**config.mk**
```make
export PLATFORM = sky130hd
export DESIGN_NAME = reflet_top
export DESIGN_NICKNAME = d
export VERILOG_FILES = /design/src/logic/reflet_pkg.sv /design/src/logic/reflet_top.sv /design/src/logic/trace_out.sv /design/src/logic/exec_core.sv /design/src/logic/reg_file.sv /design/src/logic/fetch_unit.sv /design/src/logic/flow_test_rom.sv
export SDC_FILE = /design/constraint.sdc
export NUM_CORES = 1
export LEC_CHECK = 0
export BUFFER_PORTS_ARGS = -buffer_cell sky130_fd_sc_hd__buf_2
export CELL_PAD_IN_SITES_DETAIL_PLACEMENT = 0
export CELL_PAD_IN_SITES_GLOBAL_PLACEMENT = 1
export CORE_ASPECT_RATIO = 1.1
export CORE_MARGIN = 1
export CORE_UTILIZATION = 30
export DETAILED_ROUTE_END_ITERATION = 7
export PLACE_DENSITY = 0.54
export RECOVER_POWER = 100
export SYNTH_ARGS = -nofsm -noshare
export SYNTH_HDL_FRONTEND = slang
export SYNTH_SLANG_ARGS = --single-unit
```
**constraint.sdc**
```tcl
create_clock -name clk -period 13.1 [get_ports clk]
set_clock_uncertainty 0.05 [all_clocks]
set_input_delay 1.31 -clock clk [delete_from_list [all_inputs] [get_ports clk]]
set_output_delay 1.31 -clock clk [all_outputs]
set_load 0.02 [all_outputs]
```
**src/logic/reflet_pkg.sv**
```systemverilog
// shared sizes, opcodes, state encodings and trace record for the reflet core
package reflet_pkg;

  localparam int word_w      = 16;
  localparam int addr_w      = 8;
  localparam int reg_count   = 16;
  localparam int reg_idx_w   = $clog2(reg_count);
  localparam int stack_depth = 4;
  localparam int stack_ptr_w = $clog2(stack_depth);

  // high nibble of an instruction byte
  typedef enum logic [3:0] {
    op_misc = 4'h0,
    op_set  = 4'h1,
    op_read = 4'h2,
    op_cpy  = 4'h3,
    op_add  = 4'h4,
    op_sub  = 4'h5,
    op_setx = 4'h6,
    op_eq   = 4'hc
  } opcode_e;

  // low nibble when op is op_misc
  typedef enum logic [3:0] {
    misc_slp  = 4'd0,
    misc_jif  = 4'd9,
    misc_call = 4'd12,
    misc_ret  = 4'd13,
    misc_quit = 4'd14
  } misc_e;

  typedef struct packed {
    opcode_e    op;
    logic [3:0] arg; // register, immediate or misc code
  } instr_t;

  typedef enum logic [1:0] {st_request, st_wait, st_hold} fetch_state_e;

  typedef enum logic [1:0] {tk_write, tk_sleep, tk_halt} trace_kind_e;

  typedef struct packed {
    trace_kind_e            kind;
    logic [reg_idx_w-1:0]   reg_index;
    logic [word_w-1:0]      data;
  } trace_t;

endpackage
```
**src/logic/reflet_top.sv**
```systemverilog
// reflet processor top, ROM plus fetch, core, registers and trace stage
`timescale 1ns/100ps

module reflet_top (
  input  logic                           clk,
  input  logic                           reset,
  output logic                           trace_valid,
  output reflet_pkg::trace_t             trace,
  output logic [reflet_pkg::word_w-1:0]  retired,
  output logic                           halted
);
  logic                              rom_enable;
  logic [reflet_pkg::addr_w-1:0]     rom_addr;
  logic [reflet_pkg::word_w-1:0]     rom_data;
  reflet_pkg::instr_t                instr;
  logic                              instr_valid;
  logic                              next_strobe;
  logic [reflet_pkg::addr_w-1:0]     next_pc;
  logic                              jump;
  logic [reflet_pkg::reg_idx_w-1:0]  read_index;
  logic [reflet_pkg::word_w-1:0]     read_data;
  logic                              write_en;
  logic [reflet_pkg::reg_idx_w-1:0]  write_index;
  logic [reflet_pkg::word_w-1:0]     write_data;
  logic                              event_valid;
  reflet_pkg::trace_t                event_data;

  flow_test_rom u_rom (
    .clk        (clk),
    .enable_out (rom_enable),
    .addr       (rom_addr),
    .data_out   (rom_data)
  );

  fetch_unit u_fetch (
    .clk         (clk),
    .reset       (reset),
    .rom_enable  (rom_enable),
    .rom_addr    (rom_addr),
    .rom_data    (rom_data),
    .instr       (instr),
    .instr_valid (instr_valid),
    .next_strobe (next_strobe),
    .next_pc     (next_pc),
    .jump        (jump)
  );

  exec_core u_core (
    .clk         (clk),
    .reset       (reset),
    .instr       (instr),
    .instr_valid (instr_valid),
    .next_strobe (next_strobe),
    .next_pc     (next_pc),
    .jump        (jump),
    .read_index  (read_index),
    .read_data   (read_data),
    .write_en    (write_en),
    .write_index (write_index),
    .write_data  (write_data),
    .event_valid (event_valid),
    .event_data  (event_data)
  );

  reg_file u_regs (
    .clk         (clk),
    .reset       (reset),
    .read_index  (read_index),
    .read_data   (read_data),
    .write_en    (write_en),
    .write_index (write_index),
    .write_data  (write_data)
  );

  trace_out u_trace (
    .clk         (clk),
    .reset       (reset),
    .event_valid (event_valid),
    .event_data  (event_data),
    .trace_valid (trace_valid),
    .trace       (trace),
    .retired     (retired),
    .halted      (halted)
  );
endmodule

```
**src/logic/trace_out.sv**
```systemverilog
// trace output stage, registers events, counts them and latches halt
`timescale 1ns/100ps

module trace_out (
  input  logic                           clk,
  input  logic                           reset,
  input  logic                           event_valid,
  input  reflet_pkg::trace_t             event_data,
  output logic                           trace_valid,
  output reflet_pkg::trace_t             trace,
  output logic [reflet_pkg::word_w-1:0]  retired,
  output logic                           halted
);
  always_ff @(posedge clk) begin
    if (reset) begin
      trace_valid <= 1'b0;
      retired     <= '0;
      halted      <= 1'b0;
    end else begin
      trace_valid <= event_valid;
      if (event_valid) begin
        retired <= retired + 16'd1;
        if (event_data.kind == reflet_pkg::tk_halt) begin
          halted <= 1'b1; // held until reset
        end
      end
    end
  end

  always_ff @(posedge clk) begin
    if (event_valid) begin
      trace <= event_data;
    end
  end
endmodule

```
**src/logic/exec_core.sv**
```systemverilog
// execution core: decode, working register, compare flag, pc and return stack
`timescale 1ns/100ps

module exec_core (
  input  logic                              clk,
  input  logic                              reset,
  input  reflet_pkg::instr_t                instr,
  input  logic                              instr_valid,
  output logic                              next_strobe,
  output logic [reflet_pkg::addr_w-1:0]     next_pc,
  output logic                              jump,
  output logic [reflet_pkg::reg_idx_w-1:0]  read_index,
  input  logic [reflet_pkg::word_w-1:0]     read_data,
  output logic                              write_en,
  output logic [reflet_pkg::reg_idx_w-1:0]  write_index,
  output logic [reflet_pkg::word_w-1:0]     write_data,
  output logic                              event_valid,
  output reflet_pkg::trace_t                event_data
);
  logic [reflet_pkg::word_w-1:0]      wr, wr_next;
  logic                               flag, flag_next;
  logic [reflet_pkg::addr_w-1:0]      pc, pc_next, pc_seq;
  logic                               jump_next;
  logic [reflet_pkg::addr_w-1:0]      rs [reflet_pkg::stack_depth];
  logic [reflet_pkg::stack_ptr_w:0]   rs_depth;
  logic [reflet_pkg::stack_ptr_w-1:0] rs_top;
  logic                               push, pop;
  logic                               ev_valid_next;
  reflet_pkg::trace_t                 ev_next;
  logic                               sleep_next, stop_next;
  logic                               sleeping, stopped;
  logic                               accept;
  reflet_pkg::misc_e                  misc_code;

  assign accept      = instr_valid && !stopped;
  assign misc_code   = reflet_pkg::misc_e'(instr.arg);
  assign pc_seq      = pc + 8'd1;
  assign rs_top      = rs_depth[reflet_pkg::stack_ptr_w-1:0] - 1'b1; // last pushed entry
  assign read_index  = instr.arg;
  assign write_index = instr.arg;
  assign write_data  = wr;
  assign next_pc     = pc; // pc already points at the next instruction

  always_comb begin
    wr_next           = wr;
    flag_next         = flag;
    pc_next           = pc_seq;
    jump_next         = 1'b0;
    push              = 1'b0;
    pop               = 1'b0;
    write_en          = 1'b0;
    ev_valid_next     = 1'b0;
    sleep_next        = 1'b0;
    stop_next         = 1'b0;
    ev_next.kind      = reflet_pkg::tk_write;
    ev_next.reg_index = instr.arg;
    ev_next.data      = wr;
    if (accept) begin
      case (instr.op)
        reflet_pkg::op_set:  wr_next = {12'd0, instr.arg};
        reflet_pkg::op_setx: wr_next = {wr[11:0], instr.arg};
        reflet_pkg::op_read: wr_next = read_data;
        reflet_pkg::op_cpy: begin
          write_en      = 1'b1;
          ev_valid_next = 1'b1;
        end
        reflet_pkg::op_add:  wr_next = wr + read_data;
        reflet_pkg::op_sub:  wr_next = wr - read_data;
        reflet_pkg::op_eq: begin
          flag_next = (wr == read_data);
          wr_next   = {15'd0, wr == read_data};
        end
        reflet_pkg::op_misc: begin
          case (misc_code)
            reflet_pkg::misc_slp: begin
              sleep_next        = 1'b1;
              ev_valid_next     = 1'b1;
              ev_next.kind      = reflet_pkg::tk_sleep;
              ev_next.reg_index = '0;
              ev_next.data      = '0;
            end
            reflet_pkg::misc_jif: begin
              if (flag) begin
                pc_next   = wr[reflet_pkg::addr_w-1:0];
                jump_next = 1'b1;
              end
            end
            reflet_pkg::misc_call: begin
              push      = 1'b1;
              pc_next   = wr[reflet_pkg::addr_w-1:0];
              jump_next = 1'b1;
            end
            reflet_pkg::misc_ret: begin
              pop       = 1'b1;
              pc_next   = rs[rs_top];
              jump_next = 1'b1;
            end
            reflet_pkg::misc_quit: begin
              stop_next         = 1'b1;
              ev_valid_next     = 1'b1;
              ev_next.kind      = reflet_pkg::tk_halt;
              ev_next.reg_index = '0;
              ev_next.data      = '0;
            end
            default: ; // unused misc codes act as nop
          endcase
        end
        default: ;
      endcase
    end
  end

  always_ff @(posedge clk) begin
    if (reset) begin
      wr          <= '0;
      flag        <= 1'b0;
      pc          <= '0;
      jump        <= 1'b0;
      rs_depth    <= '0;
      next_strobe <= 1'b0;
      event_valid <= 1'b0;
      sleeping    <= 1'b0;
      stopped     <= 1'b0;
    end else begin
      next_strobe <= sleeping; // delayed release after slp
      sleeping    <= 1'b0;
      event_valid <= 1'b0;
      if (accept) begin
        wr          <= wr_next;
        flag        <= flag_next;
        pc          <= pc_next;
        jump        <= jump_next;
        event_valid <= ev_valid_next;
        sleeping    <= sleep_next;
        stopped     <= stop_next;
        next_strobe <= !(sleep_next || stop_next);
        if (push) begin
          rs_depth <= rs_depth + 1'b1;
        end else if (pop) begin
          rs_depth <= rs_depth - 1'b1;
        end
      end
    end
  end

  always_ff @(posedge clk) begin
    if (push) begin
      rs[rs_depth[reflet_pkg::stack_ptr_w-1:0]] <= pc_seq; // return lands after the call
    end
    if (accept) begin
      event_data <= ev_next;
    end
  end
endmodule

```
**src/logic/reg_file.sv**
```systemverilog
// general register file, one combinational read port and one write port
`timescale 1ns/100ps

module reg_file (
  input  logic                              clk,
  input  logic                              reset,
  input  logic [reflet_pkg::reg_idx_w-1:0]  read_index,
  output logic [reflet_pkg::word_w-1:0]     read_data,
  input  logic                              write_en,
  input  logic [reflet_pkg::reg_idx_w-1:0]  write_index,
  input  logic [reflet_pkg::word_w-1:0]     write_data
);
  logic [reflet_pkg::word_w-1:0] regs [reflet_pkg::reg_count];

  assign read_data = regs[read_index]; // no bypass, writes land before next read

  always_ff @(posedge clk) begin
    if (reset) begin
      for (int i = 0; i < reflet_pkg::reg_count; i++) begin
        regs[i] <= '0;
      end
    end else if (write_en) begin
      regs[write_index] <= write_data;
    end
  end
endmodule

```
**src/logic/fetch_unit.sv**
```systemverilog
// instruction fetch, buffers one ROM word and issues its bytes one at a time
`timescale 1ns/100ps

module fetch_unit (
  input  logic                           clk,
  input  logic                           reset,
  output logic                           rom_enable,
  output logic [reflet_pkg::addr_w-1:0]  rom_addr,
  input  logic [reflet_pkg::word_w-1:0]  rom_data,
  output reflet_pkg::instr_t             instr,
  output logic                           instr_valid,
  input  logic                           next_strobe,
  input  logic [reflet_pkg::addr_w-1:0]  next_pc,
  input  logic                           jump
);
  reflet_pkg::fetch_state_e       state;
  logic [reflet_pkg::addr_w-1:0]  word_addr;
  logic [reflet_pkg::addr_w-1:0]  target_word;
  logic [reflet_pkg::word_w-1:0]  word_q;
  logic                           byte_sel;
  logic                           refetch;

  // odd byte after a sequential step is already buffered
  assign refetch     = next_strobe && (jump || !next_pc[0]);
  assign target_word = {next_pc[reflet_pkg::addr_w-1:1], 1'b0};

  // strobe cycle doubles as the request cycle, enable held through the wait
  assign rom_enable = (state != reflet_pkg::st_hold) || refetch;
  assign rom_addr   = refetch ? target_word : word_addr;

  assign instr = reflet_pkg::instr_t'(byte_sel ? word_q[15:8] : word_q[7:0]);

  always_ff @(posedge clk) begin
    if (reset) begin
      state       <= reflet_pkg::st_request;
      word_addr   <= '0;
      byte_sel    <= 1'b0;
      instr_valid <= 1'b0;
    end else begin
      instr_valid <= 1'b0;
      case (state)
        reflet_pkg::st_request: state <= reflet_pkg::st_wait;
        reflet_pkg::st_wait: begin
          state       <= reflet_pkg::st_hold;
          instr_valid <= 1'b1; // word lands this cycle
        end
        reflet_pkg::st_hold: begin
          if (next_strobe) begin
            byte_sel <= next_pc[0];
            if (refetch) begin
              word_addr <= target_word;
              state     <= reflet_pkg::st_wait;
            end else begin
              instr_valid <= 1'b1;
            end
          end
        end
        default: state <= reflet_pkg::st_request;
      endcase
    end
  end

  always_ff @(posedge clk) begin
    if (state == reflet_pkg::st_wait) begin
      word_q <= rom_data;
    end
  end
endmodule

```
**src/logic/flow_test_rom.sv**
```systemverilog
// flow-control test program ROM, two byte lanes forming a little-endian word
`timescale 1ns/100ps

module rom_byte_bank (
  input  logic                           clk,
  input  logic [reflet_pkg::addr_w-1:0]  addr,
  output logic [7:0]                     data
);
  always_ff @(posedge clk) begin
    case (addr)
      8'h00: data <= 8'h14; // set 4
      8'h01: data <= 8'h60; // setx 0, wr = 0x40
      8'h02: data <= 8'h38; // cpy R8
      8'h03: data <= 8'h39; // cpy R9
      8'h04: data <= 8'h1a; // set 10
      8'h05: data <= 8'h38; // cpy R8
      8'h06: data <= 8'h11; // set 1
      8'h07: data <= 8'h66; // setx 6, subroutine at 0x16
      8'h08: data <= 8'h0c; // call
      8'h09: data <= 8'h28; // read R8
      8'h0a: data <= 8'h31; // cpy R1
      8'h0b: data <= 8'h11; // set 1
      8'h0c: data <= 8'h64; // setx 4, wr = 20
      8'h0d: data <= 8'hc1; // eq R1
      8'h0e: data <= 8'h11; // set 1
      8'h0f: data <= 8'h65; // setx 5, nosleep at 0x15
      8'h10: data <= 8'h09; // jif
      8'h11: data <= 8'h00; // slp
      8'h12: data <= 8'h00; // slp
      8'h13: data <= 8'h00; // slp
      8'h14: data <= 8'h00; // slp
      8'h15: data <= 8'h0e; // nosleep: quit
      8'h16: data <= 8'h28; // subroutine: read R8
      8'h17: data <= 8'h3a; // cpy R10
      8'h18: data <= 8'h4a; // add R10
      8'h19: data <= 8'h38; // cpy R8
      8'h1a: data <= 8'h0d; // ret
      default: data <= 8'h00;
    endcase
  end
endmodule

module flow_test_rom (
  input  logic                           clk,
  input  logic                           enable_out,
  input  logic [reflet_pkg::addr_w-1:0]  addr,
  output logic [reflet_pkg::word_w-1:0]  data_out
);
  logic [reflet_pkg::addr_w-1:0] odd_addr;
  logic [7:0]                    data_even;
  logic [7:0]                    data_odd;

  assign odd_addr = addr + 8'd1;

  rom_byte_bank bank_even (
    .clk  (clk),
    .addr (addr),
    .data (data_even)
  );

  rom_byte_bank bank_odd (
    .clk  (clk),
    .addr (odd_addr),
    .data (data_odd)
  );

  assign data_out = enable_out ? {data_odd, data_even} : '0; // odd byte in high half
endmodule

```
== Word-level counts from Yosys, hierarchy flattened ==
Memories as Yosys holds them, arrays and structs flattened. A register that Yosys moved wholly into a read port is not among the register bits.
Index checks and enable logic that the tools add are counted.

* Latch bits: 0
* Register bits: 123
* Input port bits: 2
* Logic and storage cells: 127
* Memory bits (read-only): 512
* Memories kept: 4
* Memory bits (writable): 288

{| class="wikitable"
|+ Memories
! name !! depth !! width !! rd ports !! clocked after memory_dff !! write ports !! line !! RTL
|-
| (name not given) || 32 || 8 || 1 || 1 || 0 || flow_test_rom.sv:10 || <nowiki>case (addr)</nowiki>
|-
| (name not given) || 32 || 8 || 1 || 1 || 0 || flow_test_rom.sv:10 ||
|-
| u_regs.regs || 16 || 16 || 1 || 0 || 16 || reg_file.sv:13 || <nowiki>logic [reflet_pkg::word_w-1:0] regs [reflet_pkg::reg_count];</nowiki>
|-
| u_core.rs || 4 || 8 || 1 || 0 || 1 || exec_core.sv:24 || <nowiki>logic [reflet_pkg::addr_w-1:0] rs [reflet_pkg::stack_depth];</nowiki>
|}

* Eq/ne operators: 18
* Reduce and logical (&&, ||, !) cells: 27
* Shift operators: 0
* Magnitude comparators: 0
* Bitwise operators: 1
* Muxes and demuxes: 46
* Multipliers: 0
* Add/sub/neg operators: 8
* Div/mod/pow operators: 0

{| class="wikitable"
|+ Operator list
! cell !! count
|-
| 16-bit one-hot mux with 6 select lines || 1
|-
| 22-bit one-hot mux with 2 select lines || 1
|-
| 8-bit two-way mux || 4
|-
| 1-bit two-way mux || 28
|-
| 8-bit one-hot mux with 3 select lines || 1
|-
| 4-bit equality test, second input constant || 5
|-
| 20-bit two-way mux || 1
|-
| 16-bit by 1-bit adder with 16-bit output, second input constant || 1
|-
| 16-bit adder || 1
|-
| 8-bit by 1-bit adder with 8-bit output, second input constant || 2
|-
| 16-bit equality test || 1
|-
| 16-bit two-way mux || 1
|-
| 16-bit OR reduction || 1
|-
| 16-bit subtractor || 1
|-
| 4-bit by 3-bit equality test with 1-bit output, second input constant || 3
|-
| 2-bit AND reduction || 6
|-
| 4-bit by 2-bit equality test with 1-bit output, second input constant || 2
|-
| 4-bit logical NOT || 2
|-
| 3-bit logical NOT || 2
|-
| 3-bit two-way mux || 2
|-
| 1-bit one-hot mux with 2 select lines || 3
|-
| 2-bit one-hot mux with 3 select lines || 1
|-
| 6-bit nonzero test || 1
|-
| 2-bit OR reduction || 3
|-
| other kinds (16) || 26
|}

== Logic depth before layout (Yosys ltp) ==
* Depth after elaboration: 9
* Gate-level depth with buffers: 18
* Gate-level depth less buffers: 16

== By module ==
A second synthesis with hierarchy kept.

* Cell total of the unflattened synthesis: 1707
* Area, all modules: 21475.6 µm²

{| class="wikitable"
|+ Modules (own cells, without submodules)
! module !! cells each !! instances !! sequential area each (µm²) !! area an instance (µm²)
|-
| reg_file || 722 || 1 || 7687.4 || 11547.3
|-
| exec_core || 597 || 1 || 2262.2 || 5736.8
|-
| trace_out || 109 || 1 || 1021.0 || 1450.1
|-
| fetch_unit || 93 || 1 || 720.7 || 1178.6
|-
| rom_byte_bank (u_rom.bank_even) || 78 || 1 || 160.2 || 683.2
|-
| rom_byte_bank (u_rom.bank_odd) || 75 || 1 || 160.2 || 659.4
|-
| flow_test_rom || 33 || 1 || 0.0 || 220.2
|}

== Least setup slack after synthesis ==
Ideal clock, no wire load.

* Path type: reg-to-reg
* From: reg u_fetch.byte_sel
* To: reg u_core.wr, in the netlist u_core.write_data[15]
* Slack: 8978 ps
* Arrival: 3985 ps
* Setup time: 86 ps
* Stages on the path, launching flop included: 19
* Required time: 12964 ps
* Clock period less this slack: 4122 ps
* Cell sequence: dfxtp_1 -> mux2i_2 -> inv_2 -> buf_6 -> buf_6 -> mux4_2 -> nand2_1 -> and3_1 -> a31oi_1 -> inv_1 -> ha_1 -> nor2b_1 -> o32ai_1 -> a31oi_1 -> a2111o_1 -> a31oi_1 -> xor2_1 -> nand2_1 -> a221oi_2

* Cells in the longest elaborated chain, start to end: 4
* Elaborated cells between the ends (all ways): 13
* Those cells by class: add/sub (2); eq/ne (6); mux (2); reduce/logical (2); memory (1)

{| class="wikitable"
|+ Ends and longest elaborated chain
! element !! line !! RTL
|-
| from (decl) || fetch_unit.sv:20 || <nowiki>logic byte_sel;</nowiki>
|-
| from (signal assigned) || fetch_unit.sv:49 || <nowiki>byte_sel <= next_pc[0];</nowiki>
|-
| 8-bit two-way mux (*) || fetch_unit.sv:31 || <nowiki>assign instr = reflet_pkg::instr_t'(byte_sel ? word_q[15:8] : word_q[7:0]);</nowiki>
|-
| memory 16 x 16 bit, or another cell as far along || n/a ||
|-
| 16-bit subtractor, or another cell as far along || exec_core.sv:68 || <nowiki>reflet_pkg::op_sub: wr_next = wr - read_data;</nowiki>
|-
| 16-bit one-hot mux with 6 select lines / 2-bit AND reduction (equally long branches) || n/a ||
|-
| to (signal assigned) || exec_core.sv:129 || <nowiki>wr <= wr_next;</nowiki>
|-
| to (decl) || exec_core.sv:20 || <nowiki>logic [reflet_pkg::word_w-1:0] wr, wr_next;</nowiki>
|}

Mark *: on every way between the ends. The rest lies on a longest branch, timed or not.
A chain may end at the register's enable or synchronous reset.

== Worst setup path in the final report ==
Same ends and word-level chain as after synthesis.

==> flow_summary.yaml <==
placement:
  portBuffers: 41
  place_area_um2: 22200
  place_inst: 2587
  gp_congestion: 0.816
  dp_hpwl_um: 39100
critical_path:
  crit_required_ns: 13.51
  crit_path_max_incr_delay_ns: 2.28
  end_kind: "register"
  cp_common_cell: "a31oi_1"
  critical_path.startpoint_type: "register"
  path_class: "reg -> reg"
  path_max_fanout: 40
  crit_slowest_cell: "clkinvlp_2"
  crit_chain: "mux2i_2, clkbuf_1, clkinvlp_2, buf_4, mux4_2, nand2_1, and3_1, a31oi_1, inv_1, ha_1, nor2b_1, o32ai_1, a31oi_1, a2111o_1, a31oi_1, xor2_1, nand2_1, a221oi_1"
  arrival_ns: 9.34
  crit_buf_inv: 4
  cp_top_family: "buffers and inverters"
cts:
  postCtsSetupBuffers: 0
  worstSkewPairLatency_ns: 0.63
  hold_buffers: 0
  clock_sinks: 426
  cts_buffers: 49
  cts-root-buf: "clkbuf_16"
  clk_path_buf_depth: 3
  cts_max_level: 2
  clk_pin_slew_worst_paths_ns: 0.06
  cts-resized-gates: 0
  cts_tree: "done"
drt:
  drc_errors: 0
  route.vias.total: 13700
  drtAntennaViolNets: 0
  drtPass1Iterations: 5
  via_per_inst: 5.12
  drt-initial-drc-count: 1058
  drt-total-wl_um: 61100
  wire_per_inst_um: 22.8
global_routing:
  track_usage: 0.174
  grt_max_degree: 58
  antenna_found_initial: 2
  grt_pass1_vias: 13600
  grt_pass1_wl_um: 91200
  overflow: 0
synthesis:
  synth-xor-area-share: 0.0146
  yosys.area_share.simple: 0.163
  yosysSeqAreaShare: 0.571
  synthArstFlopShare: 0
  synth_compound_area_frac: 0.0867
  synth_top_family_by_area: "simple AND/OR/NAND/NOR gates"
  syn_nets: 1755
  netlist_area_um2: 21000
  synth_edf_count: 348
  synth_area_per_cell_um2: 12.4
  ys.flop_type: "edfxtp_1"
  ys_warn_count: 0
  ys_types: 75
  ys_seq_elements: 426
  synth_fa_ha_area_frac: 0.0340
  syn_inst: 1697
  synthMuxAreaShare: 0.0968
pwr:
  p_leak_nw: 8.30
  total_power_mw: 3.38
  ir_drop_mv: 0.111
  p_per_area_nw_per_um2: 142
timing:
  finalCritPeriodShare: 0.682
  slew_viol_final: 245
  setup_viol: 0
  max_freq_mhz: 112
  fin_crit_ns: 8.93
  rsz0062_at_grt: "no"
  fin_setup_tns_ns: 0
  tightest_slew_ns: 3.16
  hold_viol: 0
  slew_headroom: -1.11
floorplanning:
  fp.coreArea_um2: 69100
  placementRows: 101
  dieArea_um2: 71100
  chipHeight_um: 280
  ios: 42
  chipWidth_um: 254
  initial_core_util: 0.304
final_layout:
  area_growth_pct: 13.0
  final_cell_count_no_fill: 2675
  nFillCells: 6806
  drive_above_1_share: 0.108
  finish.net_count: 1769
  final_cell_area_um2: 23800
outcome:
  violations: "max-capacitance violations, max-slew violations"
  status: "finished, violations left"
run:
  maxCapViolations: 6
worst_hold_path:
  holdCritPathClass: "reg -> reg"
[cells by family after synthesis]
logic type / Yosys count
AOI/OAI and AO/OA: 265
xor gates and xnor gates: 35
adders and majority gates: 56
buffers and inverters: 169
DFF: 426
muxes: 113
and+or+nand+nor: 633
[flip-flops by register name, summed over array words and instances (netlist names), 2 cells and up]
signal,cells
u_rom.bank_even.data,8
u_rom.bank_odd.data,8
u_trace.retired,16
u_core.next_pc,8
u_fetch.word_addr,8
u_regs.regs,256
u_core.write_data,16
u_trace.trace,22
u_core.event_data,22
u_core.rs,32
u_fetch.state,2
u_fetch.word_q,16
u_core.rs_depth,2
[synthesized netlist by cell type, types with 4 or more instances]
master / count / area (um^2)
nor2_1: 92 / 345
o32ai_1: 5 / 43.8
mux4_2: 70 / 1580
and2_1: 242 / 1510
o21bai_1: 7 / 52.6
buf_6: 4 / 45.0
ha_1: 54 / 676
o22ai_1: 9 / 56.3
nand2_1: 109 / 409
mux2i_1: 35 / 350
inv_1: 40 / 150
o211ai_1: 4 / 30.0
or4_1: 4 / 30.0
a222oi_1: 9 / 90.1
xor2_1: 14 / 123
buf_1: 11 / 41.3
a221o_1: 6 / 60.1
nand2b_1: 8 / 50.1
xnor2_1: 21 / 184
o21ai_0: 58 / 290
or2_2: 8 / 50.1
a22oi_1: 13 / 97.6
mux2_2: 5 / 56.3
or3_1: 9 / 56.3
nor3b_1: 4 / 30.0
a221oi_1: 7 / 61.3
buf_2: 12 / 60.1
a32o_1: 5 / 50.1
a21o_1: 8 / 60.1
a211oi_1: 30 / 225
nand3_1: 26 / 130
edfxtp_1: 348 / 10500
dfxtp_1: 78 / 1560
nor3_1: 49 / 245
nor2b_1: 8 / 50.1
o221ai_1: 10 / 87.6
a31oi_1: 17 / 106
nor4_1: 9 / 56.3
a21oi_1: 53 / 265
clkbuf_1: 91 / 342
and3_1: 47 / 294
buf_4: 7 / 52.6
[power by group]
part	switching [mW]	internal, mW
Combinational	0.254	0.136
Clock	0.582	0.885
Sequential	0.0191	1.51
Total	0.855	2.53
[stage by stage]
stage	setup slack (ns)	util	hold WS [ns]
2_1_floorplan	8.98	-	0.350
3_3_place_gp	6.89	0.322	0.352
3_5_place_dp	6.83	0.322	0.355
4_1_cts	6.80	0.347	0.367
5_1_grt	3.18	0.344	0.374
6_report	4.17	0.344	0.366
[placed cells by master (no fill, tap or decap), drive strengths merged, types with 10 or more instances in the layout]
cell,synthesis,final
edfxtp,348,348
and2,243,243
clkbuf,91,137
nand2,109,109
nor2,92,92
dfxtp,78,78
mux4,70,70
o21ai,58,58
ha,54,54
a21oi,53,53
nor3,49,49
and3,47,47
inv,41,40
mux2i,37,37
a211oi,30,30
nand3,27,27
xnor2,21,21
a31oi,17,17
buf,34,16
xor2,14,14
a22oi,13,13
clkinv,3,13
nor4,11,11
o221ai,10,10
[worst register-to-register path, stage by stage (launching register included)]
cell and delay [ns]:
dfxtp_1 0.89, mux2i_2 0.28, clkbuf_1 0.55, clkinvlp_2 2.28, buf_4 1.14, mux4_2 0.46, nand2_1 0.06, and3_1 0.19
a31oi_1 0.57, inv_1 0.11, ha_1 0.20, nor2b_1 0.14, o32ai_1 0.40, a31oi_1 0.24, a2111o_1 0.47, a31oi_1 0.25
xor2_1 0.16, nand2_1 0.07, a221oi_1 0.30
[cell type report]
type / instances / area (um^2) / area share
Sequential cell: 426 / 12000 / 0.506
Multi-Input combinational cell: 1102 / 8290 / 0.349
Clock buffer: 65 / 1350 / 0.0567
Tap cell: 927 / 1160 / 0.0488
Timing Repair Buffer: 88 / 390 / 0.0164
Clock inverter: 22 / 380 / 0.0160
Inverter: 44 / 166 / 0.00701
Antenna cell: 1 / 2.50 / 0.000105
[layer usage]
layer / up-vias / wire (um) / global-route usage
li1: 6314 / - / -
met1: 6973 / 27000 / 0.235
met2: 324 / 29600 / 0.285
met3: 75 / 2910 / 0.0271
met4: 0 / 1610 / 0.0517
met5: - / 0 / 0
[worst paths after layout]
path                            slack, ns  depth (start not counted)                     to                  start
worst min-delay path                 0.37                          0      u_trace.trace[12]  u_core.event_data[12]
worst max-delay path                 4.17                         18  u_core.write_data[15]       u_fetch.byte_sel
worst max register to register       4.17                         18  u_core.write_data[15]       u_fetch.byte_sel
worst min register to register       0.37                          0      u_trace.trace[12]  u_core.event_data[12]
Power figures use the tool's default switching activity.
